**src/hdl/mac_mem_pkg.sv**
```systemverilog
// Shared widths, download indices, floppy image sizes, SDRAM region prefix and bus types
`default_nettype none

package mac_mem_pkg;

	// ======================================================================
	// Bus and address widths
	// ======================================================================

	// SDRAM and CPU data word
	localparam int data_w = 16;
	// SDRAM word address
	localparam int sdram_aw = 25;
	// Host byte address on the write port
	localparam int host_aw = 25;
	// Mapped download word address, below the region prefix
	localparam int dio_aw = 21;

	// ======================================================================
	// Download indices and image sizes
	// ======================================================================

	// Internal floppy, external floppy, Mac II ROM
	localparam logic [7:0] idx_floppy_int = 8'd1;
	localparam logic [7:0] idx_floppy_ext = 8'd2;
	localparam logic [7:0] idx_mac2_rom = 8'd3;

	// Image lengths in words, 800K and 400K disks
	localparam logic [host_aw-2:0] dsk_words_ds = 24'd409600;
	localparam logic [host_aw-2:0] dsk_words_ss = 24'd204800;

	// Upper SDRAM area for ROM and disk images
	localparam logic [3:0] rom_region = 4'b0001;

	// Black screen while the host owns the bus
	localparam logic [data_w-1:0] download_fill = 16'hffff;

	// ======================================================================
	// Bus slot and machine types
	// ======================================================================

	// Four-slot rotation, one slot per 8 MHz period
	typedef enum logic [1:0] {
		slot_video = 2'd0,
		slot_cpu_a = 2'd1,
		slot_io    = 2'd2,
		slot_cpu_b = 2'd3
	} slot_t;

	// Bit 0 picks the 256K ROM layout
	typedef enum logic [1:0] {
		model_plus = 2'd0,
		model_se   = 2'd1,
		model_mac2 = 2'd2
	} model_t;

endpackage

`default_nettype wire
```
**src/hdl/mac_mem_top.sv**
```systemverilog
// Memory glue top level with slot sequencer, reset sequencer, download mapper, floppy tracker and SDRAM mux
`timescale 1ns/10ps
`default_nettype none

module mac_mem_top #(
	parameter int CLK_DIV    = 4,
	parameter int RESET_HOLD = 65535,
	parameter int ACT_HOLD   = 500000
) (
	input  wire                                 clk_sys,
	input  wire                                 rst,
	input  wire                                 pll_locked,
	input  wire                                 reset_req,
	input  wire                                 cpu_reset_n,
	input  wire                                 mem_4mb_req,
	input  mac_mem_pkg::model_t                 model_req,
	// Host write port
	input  wire                                 ioctl_download,
	input  wire  [7:0]                          ioctl_index,
	input  wire                                 ioctl_wr,
	input  wire  [mac_mem_pkg::host_aw-1:0]     ioctl_addr,
	input  wire  [mac_mem_pkg::data_w-1:0]      ioctl_data,
	output wire                                 ioctl_wait,
	// Floppy controller
	input  wire  [1:0]                          disk_eject,
	input  wire  [1:0]                          disk_act,
	// CPU side
	input  wire                                 rom_oe_n,
	input  wire                                 ram_oe_n,
	input  wire                                 ram_we_n,
	input  wire                                 uds_n,
	input  wire                                 lds_n,
	input  wire  [21:0]                         memory_addr,
	input  wire  [mac_mem_pkg::data_w-1:0]      memory_dout,
	input  wire  [1:0]                          disk_ack,
	output wire  [mac_mem_pkg::data_w-1:0]      memory_din,
	// SDRAM word port
	output wire  [mac_mem_pkg::sdram_aw-1:0]    mem_addr,
	output wire  [mac_mem_pkg::data_w-1:0]      mem_wdata,
	output wire  [1:0]                          mem_ds,
	output wire                                 mem_we,
	output wire                                 mem_oe,
	input  wire  [mac_mem_pkg::data_w-1:0]      mem_rdata,
	// Status
	output wire                                 sys_reset_n,
	output wire                                 cfg_mem_4mb,
	output mac_mem_pkg::model_t                 cfg_model,
	output wire  [1:0]                          disk_inserted,
	output wire  [1:0]                          disk_double_sided,
	output wire                                 led_user
);

	wire                                clk8_en;
	wire                                io_slot;
	wire [mac_mem_pkg::dio_aw-1:0]      dio_addr;
	wire [mac_mem_pkg::data_w-1:0]      dio_data;
	wire                                dio_write;
	wire [mac_mem_pkg::host_aw-2:0]     dio_word_addr;

	// Slot timing, only the I/O flag leaves this block
	bus_slot_sequencer #(.CLK_DIV(CLK_DIV)) u_slot (
		.clk_sys(clk_sys), .rst(rst), .clk8_en(clk8_en), .slot(), .io_slot(io_slot)
	);

	reset_sequencer #(.RESET_HOLD(RESET_HOLD)) u_reset (
		.clk_sys(clk_sys), .rst(rst), .clk8_en(clk8_en), .pll_locked(pll_locked),
		.reset_req(reset_req), .cpu_reset_n(cpu_reset_n), .mem_4mb_req(mem_4mb_req),
		.model_req(model_req), .sys_reset_n(sys_reset_n), .cfg_mem_4mb(cfg_mem_4mb),
		.cfg_model(cfg_model)
	);

	rom_download_mapper u_mapper (
		.clk_sys(clk_sys), .rst(rst), .ioctl_wr(ioctl_wr), .ioctl_index(ioctl_index),
		.ioctl_addr(ioctl_addr), .ioctl_data(ioctl_data), .io_slot(io_slot),
		.ioctl_wait(ioctl_wait), .dio_addr(dio_addr), .dio_data(dio_data),
		.dio_write(dio_write), .dio_word_addr(dio_word_addr)
	);

	floppy_image_tracker #(.ACT_HOLD(ACT_HOLD)) u_floppy (
		.clk_sys(clk_sys), .rst(rst), .ioctl_download(ioctl_download),
		.ioctl_index(ioctl_index), .dio_word_addr(dio_word_addr), .disk_eject(disk_eject),
		.disk_act(disk_act), .disk_inserted(disk_inserted),
		.disk_double_sided(disk_double_sided), .led_user(led_user)
	);

	sdram_request_mux u_mux (
		.ioctl_download(ioctl_download), .io_slot(io_slot), .dio_addr(dio_addr),
		.dio_data(dio_data), .dio_write(dio_write), .cfg_model(cfg_model),
		.rom_oe_n(rom_oe_n), .ram_oe_n(ram_oe_n), .ram_we_n(ram_we_n), .uds_n(uds_n),
		.lds_n(lds_n), .memory_addr(memory_addr), .memory_dout(memory_dout),
		.disk_ack(disk_ack), .mem_rdata(mem_rdata), .mem_addr(mem_addr),
		.mem_wdata(mem_wdata), .mem_ds(mem_ds), .mem_we(mem_we), .mem_oe(mem_oe),
		.memory_din(memory_din)
	);

endmodule

`default_nettype wire

```
**src/hdl/sdram_request_mux.sv**
```systemverilog
// SDRAM request selection between download, ROM, RAM and disk reads, and CPU read data shaping
`timescale 1ns/10ps
`default_nettype none

module sdram_request_mux (
	input  wire                                 ioctl_download,
	input  wire                                 io_slot,
	input  wire  [mac_mem_pkg::dio_aw-1:0]      dio_addr,
	input  wire  [mac_mem_pkg::data_w-1:0]      dio_data,
	input  wire                                 dio_write,
	input  mac_mem_pkg::model_t                 cfg_model,
	input  wire                                 rom_oe_n,
	input  wire                                 ram_oe_n,
	input  wire                                 ram_we_n,
	input  wire                                 uds_n,
	input  wire                                 lds_n,
	input  wire  [21:0]                         memory_addr,
	input  wire  [mac_mem_pkg::data_w-1:0]      memory_dout,
	input  wire  [1:0]                          disk_ack,
	input  wire  [mac_mem_pkg::data_w-1:0]      mem_rdata,
	output logic [mac_mem_pkg::sdram_aw-1:0]    mem_addr,
	output logic [mac_mem_pkg::data_w-1:0]      mem_wdata,
	output logic [1:0]                          mem_ds,
	output logic                                mem_we,
	output logic                                mem_oe,
	output logic [mac_mem_pkg::data_w-1:0]      memory_din
);

	logic                               download_cycle;
	logic                               disk_rd;
	logic [mac_mem_pkg::data_w-1:0]     disk_byte;

	// Host owns the I/O slot only while a download runs
	assign download_cycle = ioctl_download & io_slot;
	assign disk_rd        = |disk_ack;

	// ======================================================================
	// Request toward SDRAM
	// ======================================================================

	always_comb begin
		if (download_cycle) begin
			mem_addr  = {mac_mem_pkg::rom_region, dio_addr};
			mem_wdata = dio_data;
			mem_ds    = 2'b11;
			mem_we    = dio_write;
			mem_oe    = 1'b0;
		end else begin
			// ROM in upper region, model bit 0 selects the 256K layout
			// RAM and disk images sit in the lower half, disk flag on top
			if (!rom_oe_n)
				mem_addr = {mac_mem_pkg::rom_region, 2'b00, cfg_model[0], memory_addr[18:1]};
			else
				mem_addr = {3'b000, disk_rd, memory_addr[21:1]};
			mem_wdata = memory_dout;
			mem_ds    = {~uds_n, ~lds_n};
			mem_we    = ~ram_we_n;
			mem_oe    = ~ram_oe_n | ~rom_oe_n | disk_rd;
		end
	end

	// ======================================================================
	// Read data back to the CPU side
	// ======================================================================

	// Disk reader is byte wide, address bit 0 picks the byte
	assign disk_byte = memory_addr[0] ? {mem_rdata[7:0], mem_rdata[7:0]}
	                                  : {mem_rdata[15:8], mem_rdata[15:8]};

	assign memory_din = download_cycle ? mac_mem_pkg::download_fill :
	                    disk_rd        ? disk_byte : mem_rdata;

endmodule

`default_nettype wire

```
**src/hdl/floppy_image_tracker.sv**
```systemverilog
// Floppy image size check at download end, eject handling and disk activity LED stretch
`timescale 1ns/10ps
`default_nettype none

module floppy_image_tracker #(
	parameter int ACT_HOLD = 500000
) (
	input  wire                               clk_sys,
	input  wire                               rst,
	input  wire                               ioctl_download,
	input  wire  [7:0]                        ioctl_index,
	input  wire  [mac_mem_pkg::host_aw-2:0]   dio_word_addr,
	input  wire  [1:0]                        disk_eject,
	input  wire  [1:0]                        disk_act,
	output logic [1:0]                        disk_inserted,
	output logic [1:0]                        disk_double_sided,
	output logic                              led_user
);

	// Activity counter width, at least one bit
	localparam int act_w = (ACT_HOLD > 0) ? $clog2(ACT_HOLD + 1) : 1;

	logic [1:0]        dsk_ds;
	logic [1:0]        dsk_ss;
	logic              download_d;
	logic              download_end;
	logic [act_w-1:0]  act_cnt;

	// Falling edge of the download strobe
	always_ff @(posedge clk_sys) begin
		if (rst)
			download_d <= 1'b0;
		else
			download_d <= ioctl_download;
	end

	assign download_end = download_d & ~ioctl_download;

	// ======================================================================
	// Per-drive image state
	// ======================================================================

	for (genvar d = 0; d < 2; d++) begin : g_drive
		// Drive 0 takes index 1, drive 1 takes index 2
		localparam logic [7:0] drv_index =
			(d == 0) ? mac_mem_pkg::idx_floppy_int : mac_mem_pkg::idx_floppy_ext;

		always_ff @(posedge clk_sys) begin
			if (rst) begin
				dsk_ds[d] <= 1'b0;
				dsk_ss[d] <= 1'b0;
			end else begin
				// Word count decides the disk format, unknown sizes are rejected
				if (download_end && ioctl_index == drv_index) begin
					dsk_ds[d] <= (dio_word_addr == mac_mem_pkg::dsk_words_ds);
					dsk_ss[d] <= (dio_word_addr == mac_mem_pkg::dsk_words_ss);
				end
				// Eject from the OS wins over a finishing download
				if (disk_eject[d]) begin
					dsk_ds[d] <= 1'b0;
					dsk_ss[d] <= 1'b0;
				end
			end
		end
	end

	assign disk_inserted     = dsk_ds | dsk_ss;
	assign disk_double_sided = dsk_ds;

	// ======================================================================
	// Activity LED
	// ======================================================================

	// Reload on every access so a busy drive keeps the LED on
	always_ff @(posedge clk_sys) begin
		if (rst)
			act_cnt <= '0;
		else if (|disk_act)
			act_cnt <= act_w'(ACT_HOLD);
		else if (act_cnt != '0)
			act_cnt <= act_cnt - 1'b1;
	end

	assign led_user = ioctl_download | (act_cnt != '0);

endmodule

`default_nettype wire

```
**src/hdl/rom_download_mapper.sv**
```systemverilog
// Host write capture with byte swap, download address map and ioctl_wait pacing
`timescale 1ns/10ps
`default_nettype none

module rom_download_mapper (
	input  wire                                 clk_sys,
	input  wire                                 rst,
	input  wire                                 ioctl_wr,
	input  wire  [7:0]                          ioctl_index,
	input  wire  [mac_mem_pkg::host_aw-1:0]     ioctl_addr,
	input  wire  [mac_mem_pkg::data_w-1:0]      ioctl_data,
	input  wire                                 io_slot,
	output logic                                ioctl_wait,
	output logic [mac_mem_pkg::dio_aw-1:0]      dio_addr,
	output logic [mac_mem_pkg::data_w-1:0]      dio_data,
	output logic                                dio_write,
	output logic [mac_mem_pkg::host_aw-2:0]     dio_word_addr
);

	logic [mac_mem_pkg::dio_aw-1:0]  map_addr;
	logic                            accept;
	logic                            io_slot_d;

	// Host counts bytes, SDRAM counts words
	assign dio_word_addr = ioctl_addr[mac_mem_pkg::host_aw-1:1];

	// Host may only write while not stalled
	assign accept = ioctl_wr & ~ioctl_wait;

	// ======================================================================
	// Address map
	// ======================================================================

	// Images sit above the OS ROM in the upper region
	// Index 1 at word 0x80000, index 2 at word 0x100000
	always_comb begin
		if (ioctl_index == mac_mem_pkg::idx_mac2_rom) begin
			// Mac II ROM, 256K at offset 0
			map_addr = {3'b000, dio_word_addr[17:0]};
		end else if (ioctl_index[1:0] != 2'b00) begin
			map_addr = {ioctl_index[1:0], dio_word_addr[18:0]};
		end else begin
			// Plain ROM, index bit 6 picks the alternate bank
			map_addr = {2'b00, ioctl_index[6], dio_word_addr[17:0]};
		end
	end

	// Payload, loaded only on an accepted write
	always_ff @(posedge clk_sys) begin
		if (accept) begin
			// Host sends little-endian words, 68k wants big-endian
			dio_data <= {ioctl_data[7:0], ioctl_data[15:8]};
			dio_addr <= map_addr;
		end
	end

	// ======================================================================
	// Handshake with the I/O slot
	// ======================================================================

	always_ff @(posedge clk_sys) begin
		if (rst) begin
			ioctl_wait <= 1'b0;
			dio_write  <= 1'b0;
			io_slot_d  <= 1'b0;
		end else begin
			io_slot_d <= io_slot;

			// Write flag only moves between I/O slots
			// so a slot sees it either set throughout or not at all
			if (!io_slot)
				dio_write <= ioctl_wait;

			if (accept)
				ioctl_wait <= 1'b1;

			// Slot just ended with the word written, free the host
			if (io_slot_d && !io_slot && dio_write)
				ioctl_wait <= 1'b0;
		end
	end

endmodule

`default_nettype wire

```
**src/hdl/reset_sequencer.sv**
```systemverilog
// Reset source merge, stretched system reset and configuration latch
`timescale 1ns/10ps
`default_nettype none

module reset_sequencer #(
	parameter int RESET_HOLD = 65535
) (
	input  wire                  clk_sys,
	input  wire                  rst,
	input  wire                  clk8_en,
	input  wire                  pll_locked,
	input  wire                  reset_req,
	input  wire                  cpu_reset_n,
	input  wire                  mem_4mb_req,
	input  mac_mem_pkg::model_t  model_req,
	output logic                 sys_reset_n,
	output logic                 cfg_mem_4mb,
	output mac_mem_pkg::model_t  cfg_model
);

	// Hold counter width, at least one bit
	localparam int hold_w = (RESET_HOLD > 0) ? $clog2(RESET_HOLD + 1) : 1;

	logic [hold_w-1:0]  hold_cnt;
	logic               src_active;

	// Sources other than rst, which acts on every clk_sys edge
	// CPU reset instruction also restarts the machine
	assign src_active = ~pll_locked | reset_req | ~cpu_reset_n;

	// ======================================================================
	// Countdown and configuration latch
	// ======================================================================

	always_ff @(posedge clk_sys) begin
		if (rst) begin
			hold_cnt    <= hold_w'(RESET_HOLD);
			sys_reset_n <= 1'b0;
			cfg_mem_4mb <= 1'b0;
			cfg_model   <= mac_mem_pkg::model_plus;
		end else if (clk8_en) begin
			if (src_active) begin
				// Reload and keep the machine in reset
				hold_cnt    <= hold_w'(RESET_HOLD);
				sys_reset_n <= 1'b0;
			end else if (hold_cnt != '0) begin
				hold_cnt    <= hold_cnt - 1'b1;
				// Memory size and model only change under reset
				cfg_mem_4mb <= mem_4mb_req;
				cfg_model   <= model_req;
			end else begin
				// Count expired, release
				sys_reset_n <= 1'b1;
			end
		end
	end

endmodule

`default_nettype wire

```
**src/hdl/bus_slot_sequencer.sv**
```systemverilog
// 8 MHz enable divider and four-slot bus rotation with registered I/O slot flag
`timescale 1ns/10ps
`default_nettype none

module bus_slot_sequencer #(
	parameter int CLK_DIV = 4
) (
	input  wire                  clk_sys,
	input  wire                  rst,
	output logic                 clk8_en,
	output mac_mem_pkg::slot_t   slot,
	output logic                 io_slot
);

	// Divider width, at least one bit
	localparam int div_w = (CLK_DIV > 1) ? $clog2(CLK_DIV) : 1;

	logic [div_w-1:0]     div_cnt;
	mac_mem_pkg::slot_t   slot_next;

	// Next slot in the rotation, wraps cpu_b back to video
	assign slot_next = mac_mem_pkg::slot_t'(slot + 2'd1);

	// Divider, enable is one clk_sys wide
	always_ff @(posedge clk_sys) begin
		if (rst) begin
			div_cnt <= '0;
			clk8_en <= 1'b0;
		end else begin
			clk8_en <= (div_cnt == div_w'(CLK_DIV - 1));
			if (div_cnt == div_w'(CLK_DIV - 1))
				div_cnt <= '0;
			else
				div_cnt <= div_cnt + 1'b1;
		end
	end

	// Rotation steps once per 8 MHz period
	// I/O flag loads together with the slot so both change on the same edge
	always_ff @(posedge clk_sys) begin
		if (rst) begin
			slot    <= mac_mem_pkg::slot_video;
			io_slot <= 1'b0;
		end else if (clk8_en) begin
			slot    <= slot_next;
			io_slot <= (slot_next == mac_mem_pkg::slot_io);
		end
	end

endmodule

`default_nettype wire

```
**config.mk**
```make
export PLATFORM = sky130hd
export DESIGN_NAME = mac_mem_top
export DESIGN_NICKNAME = d
export VERILOG_FILES = /design/src/hdl/mac_mem_pkg.sv /design/src/hdl/mac_mem_top.sv /design/src/hdl/sdram_request_mux.sv /design/src/hdl/floppy_image_tracker.sv /design/src/hdl/rom_download_mapper.sv /design/src/hdl/reset_sequencer.sv /design/src/hdl/bus_slot_sequencer.sv
export SDC_FILE = /design/constraint.sdc
export NUM_CORES = 1
export LEC_CHECK = 0
export BUFFER_PORTS_ARGS = -buffer_cell sky130_fd_sc_hd__buf_2
export CAP_MARGIN = 20
export CORE_ASPECT_RATIO = 0.7
export CORE_MARGIN = 2
export CORE_UTILIZATION = 43
export CTS_CLUSTER_DIAMETER = 150
export CTS_CLUSTER_SIZE = 40
export DETAILED_ROUTE_END_ITERATION = 8
export PLACE_DENSITY = 0.88
export SLEW_MARGIN = 20
export SYNTH_ARGS = -nofsm -noshare
export SYNTH_HDL_FRONTEND = slang
export SYNTH_SLANG_ARGS = --single-unit
```
**constraint.sdc**
```tcl
create_clock -name clk_sys -period 2.6 [get_ports clk_sys]
set_input_delay 0 -clock clk_sys [delete_from_list [all_inputs] [get_ports clk_sys]]
set_output_delay 0 -clock clk_sys [all_outputs]
set_load 0.05 [all_outputs]
```
==> results of run 1 <==
-- kinds of logic (layout without fill, tap and decap cells) --
logic type               Yosys count  in the layout
AO/OA/AOI/OAI                     50             50
XOR/XNOR                          20             20
adder cells (fa/ha/maj)            6              6
buffers and inverters             27            258
flip-flops                        90             90
multiplexers                      40             40
other                              1              3
AND/OR/NAND/NOR                  218            218
-- cell type report --
cell class                 instances  area, um^2
fill                             796        3999
inverter                           7       26.28
clock inverter                     5       102.6
clock buffer                      11       232.7
timing repair buffer             235        1391
multi-input combinational        337        2190
tap                              132       165.2
sequential                        90        2172
-- critical path, cell delays in order, from the launching register on --
cell and delay, ns:
dfxtp_1 0.33, inv_1 0.08, ha_1 0.19, and2b_2 0.21, and3_1 0.29, a2111oi_0 0.76
and3_1 0.24, o21ai_0 0.07
-- power groups by stage --
stage / Clock [mW] / Combinational [mW] / Sequential [mW]
after floorplan: 0 / 0.423 / 1.59
after global placement: 0 / 0.609 / 1.59
after detailed placement: 0 / 0.624 / 1.60
after CTS: 1.49 / 0.677 / 1.57
after global routing: 1.55 / 0.739 / 1.57
final: 1.47 / 0.692 / 1.57
-- state kept, by name, indices dropped and copies added (netlist names) --
register                    flops
u_mapper.dio_addr              21
u_reset.cfg_mem_4mb             1
u_reset.hold_cnt               16
u_reset.cfg_model               2
u_floppy.download_d             1
u_slot.slot                     2
u_floppy.dsk_ss                 2
u_slot.div_cnt                  2
u_mapper.dio_data              16
u_mapper.ioctl_wait             1
u_slot.clk8_en                  1
u_mapper.io_slot_d              1
u_reset.sys_reset_n             1
u_mapper.dio_write              1
u_floppy.act_cnt               19
u_slot.io_slot                  1
u_floppy.disk_double_sided      2
-- placed cells by master, fill, tap and decap left out, types with 3 or more instances in the layout --
master / instances
buf_2: 190
nand2_1: 70
dfxtp_1: 53
nor2_1: 42
dlygate4sd3_1: 41
edfxtp_1: 37
mux2_2: 34
nand3_1: 25
a21oi_1: 14
o21ai_0: 12
nor3_1: 11
xor2_1: 10
xnor2_1: 10
nor4_1: 9
clkbuf_16: 9
inv_1: 7
mux2i_1: 6
or3_1: 6
ha_1: 6
nor2b_1: 5
or4_4: 5
a31oi_1: 5
or2_2: 4
nor3b_1: 4
nand4_1: 4
nand4b_1: 4
nor4b_1: 4
o22ai_1: 4
buf_4: 4
and2_1: 3
or4_1: 3
a211oi_1: 3
conb_1: 3
bufinv_16: 3
-- worst paths after layout --
kind	slack [ns]	cells after the start	to	start
setup / recovery	0.30	7	u_reset.hold_cnt[10]$_SDFFE_PP1P_	u_reset.hold_cnt[0]$_SDFFE_PP1P_
hold / removal	0.02	2	u_mapper.dio_addr[20]$_SDFFCE_PP0P_	ioctl_index[1]
setup reg to reg	0.30	7	u_reset.hold_cnt[10]$_SDFFE_PP1P_	u_reset.hold_cnt[0]$_SDFFE_PP1P_
hold reg to reg	0.43	1	u_slot.div_cnt[0]$_SDFF_PP0_	u_slot.div_cnt[0]$_SDFF_PP0_
-- timing repair --
item                                    CTS  global route
endpoints found under the setup margin    0             0
hold endpoints to repair                 43             0
hold buffers                             41             0
-- metrics by stage --
stage	worst slack (ns)	instances
6_report	0.3028	817
5_1_grt	0.07755	817
3_5_place_dp	0.3505	760
2_1_floorplan	0.5243	454
4_1_cts	0.3164	817
3_3_place_gp	0.4574	760
-- per-layer routing --
layer  routed length [um]  vias up
li1                     -     2077
met1                 5422     2129
met2                 6973      261
met3                 1063       42
met4                  390        0
met5                    0        -
==> results.py, run 1 <==
metrics = {
    "cts": {
        "cts_tree": "yes",
        "postCtsSetupRepairBufs": 0,
        "cts_resized": 0,
        "clock_latency_ns": 0.35,
        "cts-root-buf": "clkbuf_16",
        "clock_sinks": 90,
        "cts.clk_slew.worst_paths_ns": 0.06,
        "cts.path.max_buffers": 2,
        "cts_buffers": 9,
        "ctsHtreeMaxLevel": 3,
    },
    "timing": {
        "rsz0062_at_grt": "no",
        "worst_slew_pin_slew_ns": 0.7632,
        "finalMaxSlewViolations": 0,
        "finClkSkew_ns": 0.007653,
        "hold_viol_final": 0,
        "whs_ns": 0.02249,
        "fin_crit_ns": 2.297,
        "fin_crit_sh_pct": 88.35,
        "finalSetupTns_ns": 0,
        "timing.fmax_mhz": 435.3,
        "relSlewSlack_pct": 47.80,
        "setup_violations": 0,
    },
    "global_route": {
        "grt_usage_pct": 23.54,
        "antenna_found_initial": 0,
        "grt_pass1_vias": 4251,
        "grt_remaining_overflow": 0,
        "use_met2_pct": 41.84,
        "grt_start_max_net_pins": 40,
        "grtUsageMet1_pct": 27.67,
        "grt.busiest_layer": "met2",
        "gr-usage-met3_pct": 6.284,
        "grt_pass1_wl_um": 20890,
    },
    "logic_synthesis": {
        "synth_top_area_cell": "edfxtp_1",
        "yosysMostFrequentCell": "nand2_1",
        "synth_ff_type": "dfxtp_1",
        "synthSimpleGateAreaFrac_pct": 25.68,
        "yosys_warnings": 0,
        "avgSynthCellArea_um2": 9.949,
        "synth_top_cells_by_count": "70 x nand2_1, 53 x dfxtp_1, 42 x nor2_1, 37 x edfxtp_1, 34 x mux2_2",
        "netlist_area_mm2": 0.004497,
        "synth_compound_area_share_pct": 7.179,
        "synth.area.mux_share_pct": 9.850,
        "synth_top_family_by_area": "simple AND/OR/NAND/NOR gates",
        "synth-xor-area-share_pct": 3.895,
        "synth_area_leaders": "edfxtp_1 25%, dfxtp_1 24%, mux2_2 8.5%",
        "ys_types": 58,
        "synth_fa_ha_area_share_pct": 1.669,
        "synth_edf_count": 37,
        "ys_seq_area_share_pct": 48.30,
        "synth_seq_cells": 90,
        "synth_async_sr_flop_share_pct": 0,
        "yosysTopAreaCellShare_pct": 24.71,
        "synth_cells": 452,
    },
    "power_and_ir_drop": {
        "combinationalPowerShare_pct": 18.5,
        "swShare_pct": 27.15,
        "intPower_mw": 2.720,
        "clkPwrFrac_pct": 39.5,
        "ir_worst_vdd_mv": 0.3627,
        "finalPower_mw": 3.734,
        "p_switching_mw": 1.014,
        "p_leak_nw": 2.689,
        "sequentialPowerShare_pct": 42.0,
        "power.density_mw_per_mm2": 594.6,
    },
    "die": {
        "initial_core_util_pct": 43.75,
        "std_cell_rows": 31,
        "core-area_mm2": 0.01028,
        "die_h_um": 89.56,
        "fp.dieW_um": 126.2,
        "die_area_mm2": 0.01130,
        "boundaryPins": 195,
    },
    "placed_design": {
        "place_area_mm2": 0.005534,
        "place_hpwl_um": 9225,
        "gp_congestion": 0.8707,
        "portBuffers": 190,
    },
    "routing": {
        "ant_nets": 0,
        "drtPass1Iterations": 5,
        "wirelength_um": 13850,
        "drc_errors": 0,
        "drt_iter0_drc": 411,
        "vias": 4509,
        "wire_per_inst_um": 16.95,
        "viasPerCell": 5.519,
    },
    "final_layout": {
        "nNetsFinal": 810,
        "insertedDiodeCount": 0,
        "final_area_mm2": 0.006280,
        "drive_above_1_share_pct": 38.39,
        "syn_to_final_growth_pct": 39.65,
        "fin_util_pct": 61.10,
    },
    "setup_path": {
        "required_ns": 2.82,
        "critPathLaunchType": "register",
        "critPathArrivalTime_ns": 2.52,
        "crit_path_max_fanout": 6,
        "critPathKind": "reg -> reg",
        "critPathCaptureType": "register",
    },
    "run_status": {
        "outcome": "finished clean",
    },
    "min_path": {
        "hp-class": "in -> reg",
    },
    "job": {
        "drv_cap": 0,
    },
}
No activity file was read; power rests on OpenSTA's default activity.
==> run 2: changes to the inputs <==
--- a/config.mk
+++ b/config.mk
@@ -8,7 +8,6 @@
 export BUFFER_PORTS_ARGS = -buffer_cell sky130_fd_sc_hd__buf_2
 export CAP_MARGIN = 20
 export CORE_ASPECT_RATIO = 0.7
-export CORE_MARGIN = 2
 export CORE_UTILIZATION = 43
 export CTS_CLUSTER_DIAMETER = 150
 export CTS_CLUSTER_SIZE = 40
==> run 2 against run 1 <==
  * Hold slack better by 0.0091 ns
  * Critical path depth down 1
  * First-iteration DRC count down 8.3%
  * Sequential power about the same
  * Die area down 3.8%
  * Final cell count up 0.12%
  * Clock power down 5%
  * Highest routed layer unchanged
==> results.py, run 2 (synthesized netlist as in run 1, its figures left out) <==
metrics = {
    "run_status": {
        "outcome": "finished clean",
    },
    "routing": {
        "drc_errors": 0,
        "drtPass1Iterations": 5,
        "ant_nets": 0,
        "wirelength_um": 13760,
        "vias": 4410,
        "viasPerCell": 5.391,
        "drt_iter0_drc": 377,
        "wire_per_inst_um": 16.82,
    },
    "global_route": {
        "grt_usage_pct": 24.76,
        "grt_start_max_net_pins": 38,
        "grt_pass1_vias": 4181,
        "grt_remaining_overflow": 0,
        "antenna_found_initial": 2,
        "grt_pass1_wl_um": 21120,
    },
    "timing": {
        "finalSetupTns_ns": 0,
        "whs_ns": 0.03160,
        "hold_viol_final": 0,
        "worst_slew_pin_slew_ns": 0.8686,
        "fin_crit_ns": 2.291,
        "finClkSkew_ns": 0.007103,
        "timing.fmax_mhz": 436.6,
        "rsz0062_at_grt": "no",
        "fin_crit_sh_pct": 88.10,
        "setup_violations": 0,
        "relSlewSlack_pct": 42.10,
        "finalMaxSlewViolations": 0,
    },
    "die": {
        "initial_core_util_pct": 45.38,
        "boundaryPins": 195,
        "core-area_mm2": 0.009910,
        "die_h_um": 87.56,
        "die_area_mm2": 0.01088,
        "fp.dieW_um": 124.2,
        "std_cell_rows": 30,
    },
    "final_layout": {
        "fill_cells": 754,
        "syn_to_final_growth_pct": 39.90,
        "nNetsFinal": 813,
        "final_area_mm2": 0.006291,
        "regMostFlops": "u_mapper.dio_addr",
        "top_regs": "u_mapper.dio_addr (21), u_floppy.act_cnt (19)",
        "largest_register_ffs": 21,
        "multi_input_area_mm2": 0.002191,
        "layout.cells.most_common": "buf_2",
        "seqCellArea_mm2": 0.002172,
        "final_cell_mix": "190 x buf_2, 70 x nand2_1, 53 x dfxtp_1",
        "drive_above_1_share_pct": 38.81,
    },
    "setup_path": {
        "critPathKind": "reg -> out",
        "required_ns": 2.60,
        "critPathArrivalTime_ns": 2.29,
        "cp_top_family": "simple AND/OR/NAND/NOR gates",
        "critPathCaptureType": "output port",
        "crit_buf_inv": 2,
        "slowest_stage": "or4_1",
        "crit_path_max_fanout": 5,
        "slowest_delay_ns": 0.52,
        "worstPathCellList": "inv_1 > ha_1 > nor3b_1 > nand2_1 > or4_1 > buf_2",
        "critPathLaunchType": "register",
    },
    "power_and_ir_drop": {
        "p_switching_mw": 1.025,
        "clkPwrFrac_pct": 38.2,
        "intPower_mw": 2.631,
        "swShare_pct": 28.04,
        "power.density_mw_per_mm2": 581.2,
        "combinationalPowerShare_pct": 18.9,
        "ir_worst_vdd_mv": 0.3479,
        "sequentialPowerShare_pct": 42.9,
        "p_leak_nw": 2.706,
    },
    "placed_design": {
        "place_hpwl_um": 9390,
        "place_area_mm2": 0.005545,
        "gp_congestion": 0.8596,
        "portBuffers": 190,
    },
    "cts": {
        "cts_tree": "yes",
        "clock_latency_ns": 0.34,
        "cts.clk_slew.worst_paths_ns": 0.06,
        "cts_resized": 0,
        "ctsHoldBuffers": 42,
        "cts.path.max_buffers": 2,
        "ctsHtreeMaxLevel": 3,
        "cts-root-buf": "clkbuf_16",
        "cts_buffers": 9,
        "clock_sinks": 90,
        "postCtsSetupRepairBufs": 0,
    },
    "job": {
        "drv_cap": 0,
    },
    "min_path": {
        "hp-class": "in -> reg",
    },
}
## run 2: changes by cell type in the layout (fill, tap and decap cells not counted), sizes merged, moves of 2 or more
cell      change
diode         +2
clkinvlp      -2
clkinv        +3
buf           +2
## run 2: path summary, 6_finish.rpt
path	from	endpoint	slack, ns	depth (start not counted)
setup / recovery	u_floppy.act_cnt[0]$_SDFFE_PP0P_	led_user	0.31	6
setup reg to reg	u_reset.hold_cnt[1]$_SDFFE_PP1P_	u_reset.hold_cnt[10]$_SDFFE_PP1P_	0.37	7
hold reg to reg	u_reset.sys_reset_n$_SDFFE_PP0P_	u_reset.sys_reset_n$_SDFFE_PP0P_	0.47	2
hold / removal	ioctl_index[1]	u_mapper.dio_addr[20]$_SDFFCE_PP0P_	0.03	2
## run 2: metal layers
metal	track usage, %	routed length, um	vias up
met5	0	0	-
met4	11.06	349	0
met3	5.315	823	31
met2	45.10	7168	195
met1	28.50	5414	2100
li1	-	-	2084
## run 2: power groups by stage
stage               logic, mW  registers, mW  clock network (mW)
CTS                     0.681           1.56                1.42
global route            0.735           1.57                1.47
global placement        0.608           1.59                   0
floorplan               0.423           1.59                   0
finish                  0.693           1.57                1.40
detailed placement      0.626           1.60                   0
## run 2: cell type report
class                   instances  area share [%]
well taps                     128           2.546
repair buffers                238           22.51
inverters                       7          0.4177
clock inverters                 6           1.452
clock buffers                  10           3.640
diodes                          2         0.07955
flip-flops and latches         90           34.53
multi-input cells             337           34.82
## run 2: per-stage QoR
step                util [%]  setup WS (ns)  power (mW)  instances
floorplan                  -         0.5243       2.015        454
global placement       55.96         0.4412       2.199        758
detailed placement     55.96         0.3790       2.222        758
CTS                    63.43         0.3364       3.667        816
global route           63.48        0.08235       3.778        818
finish                 63.48         0.3095       3.656        818
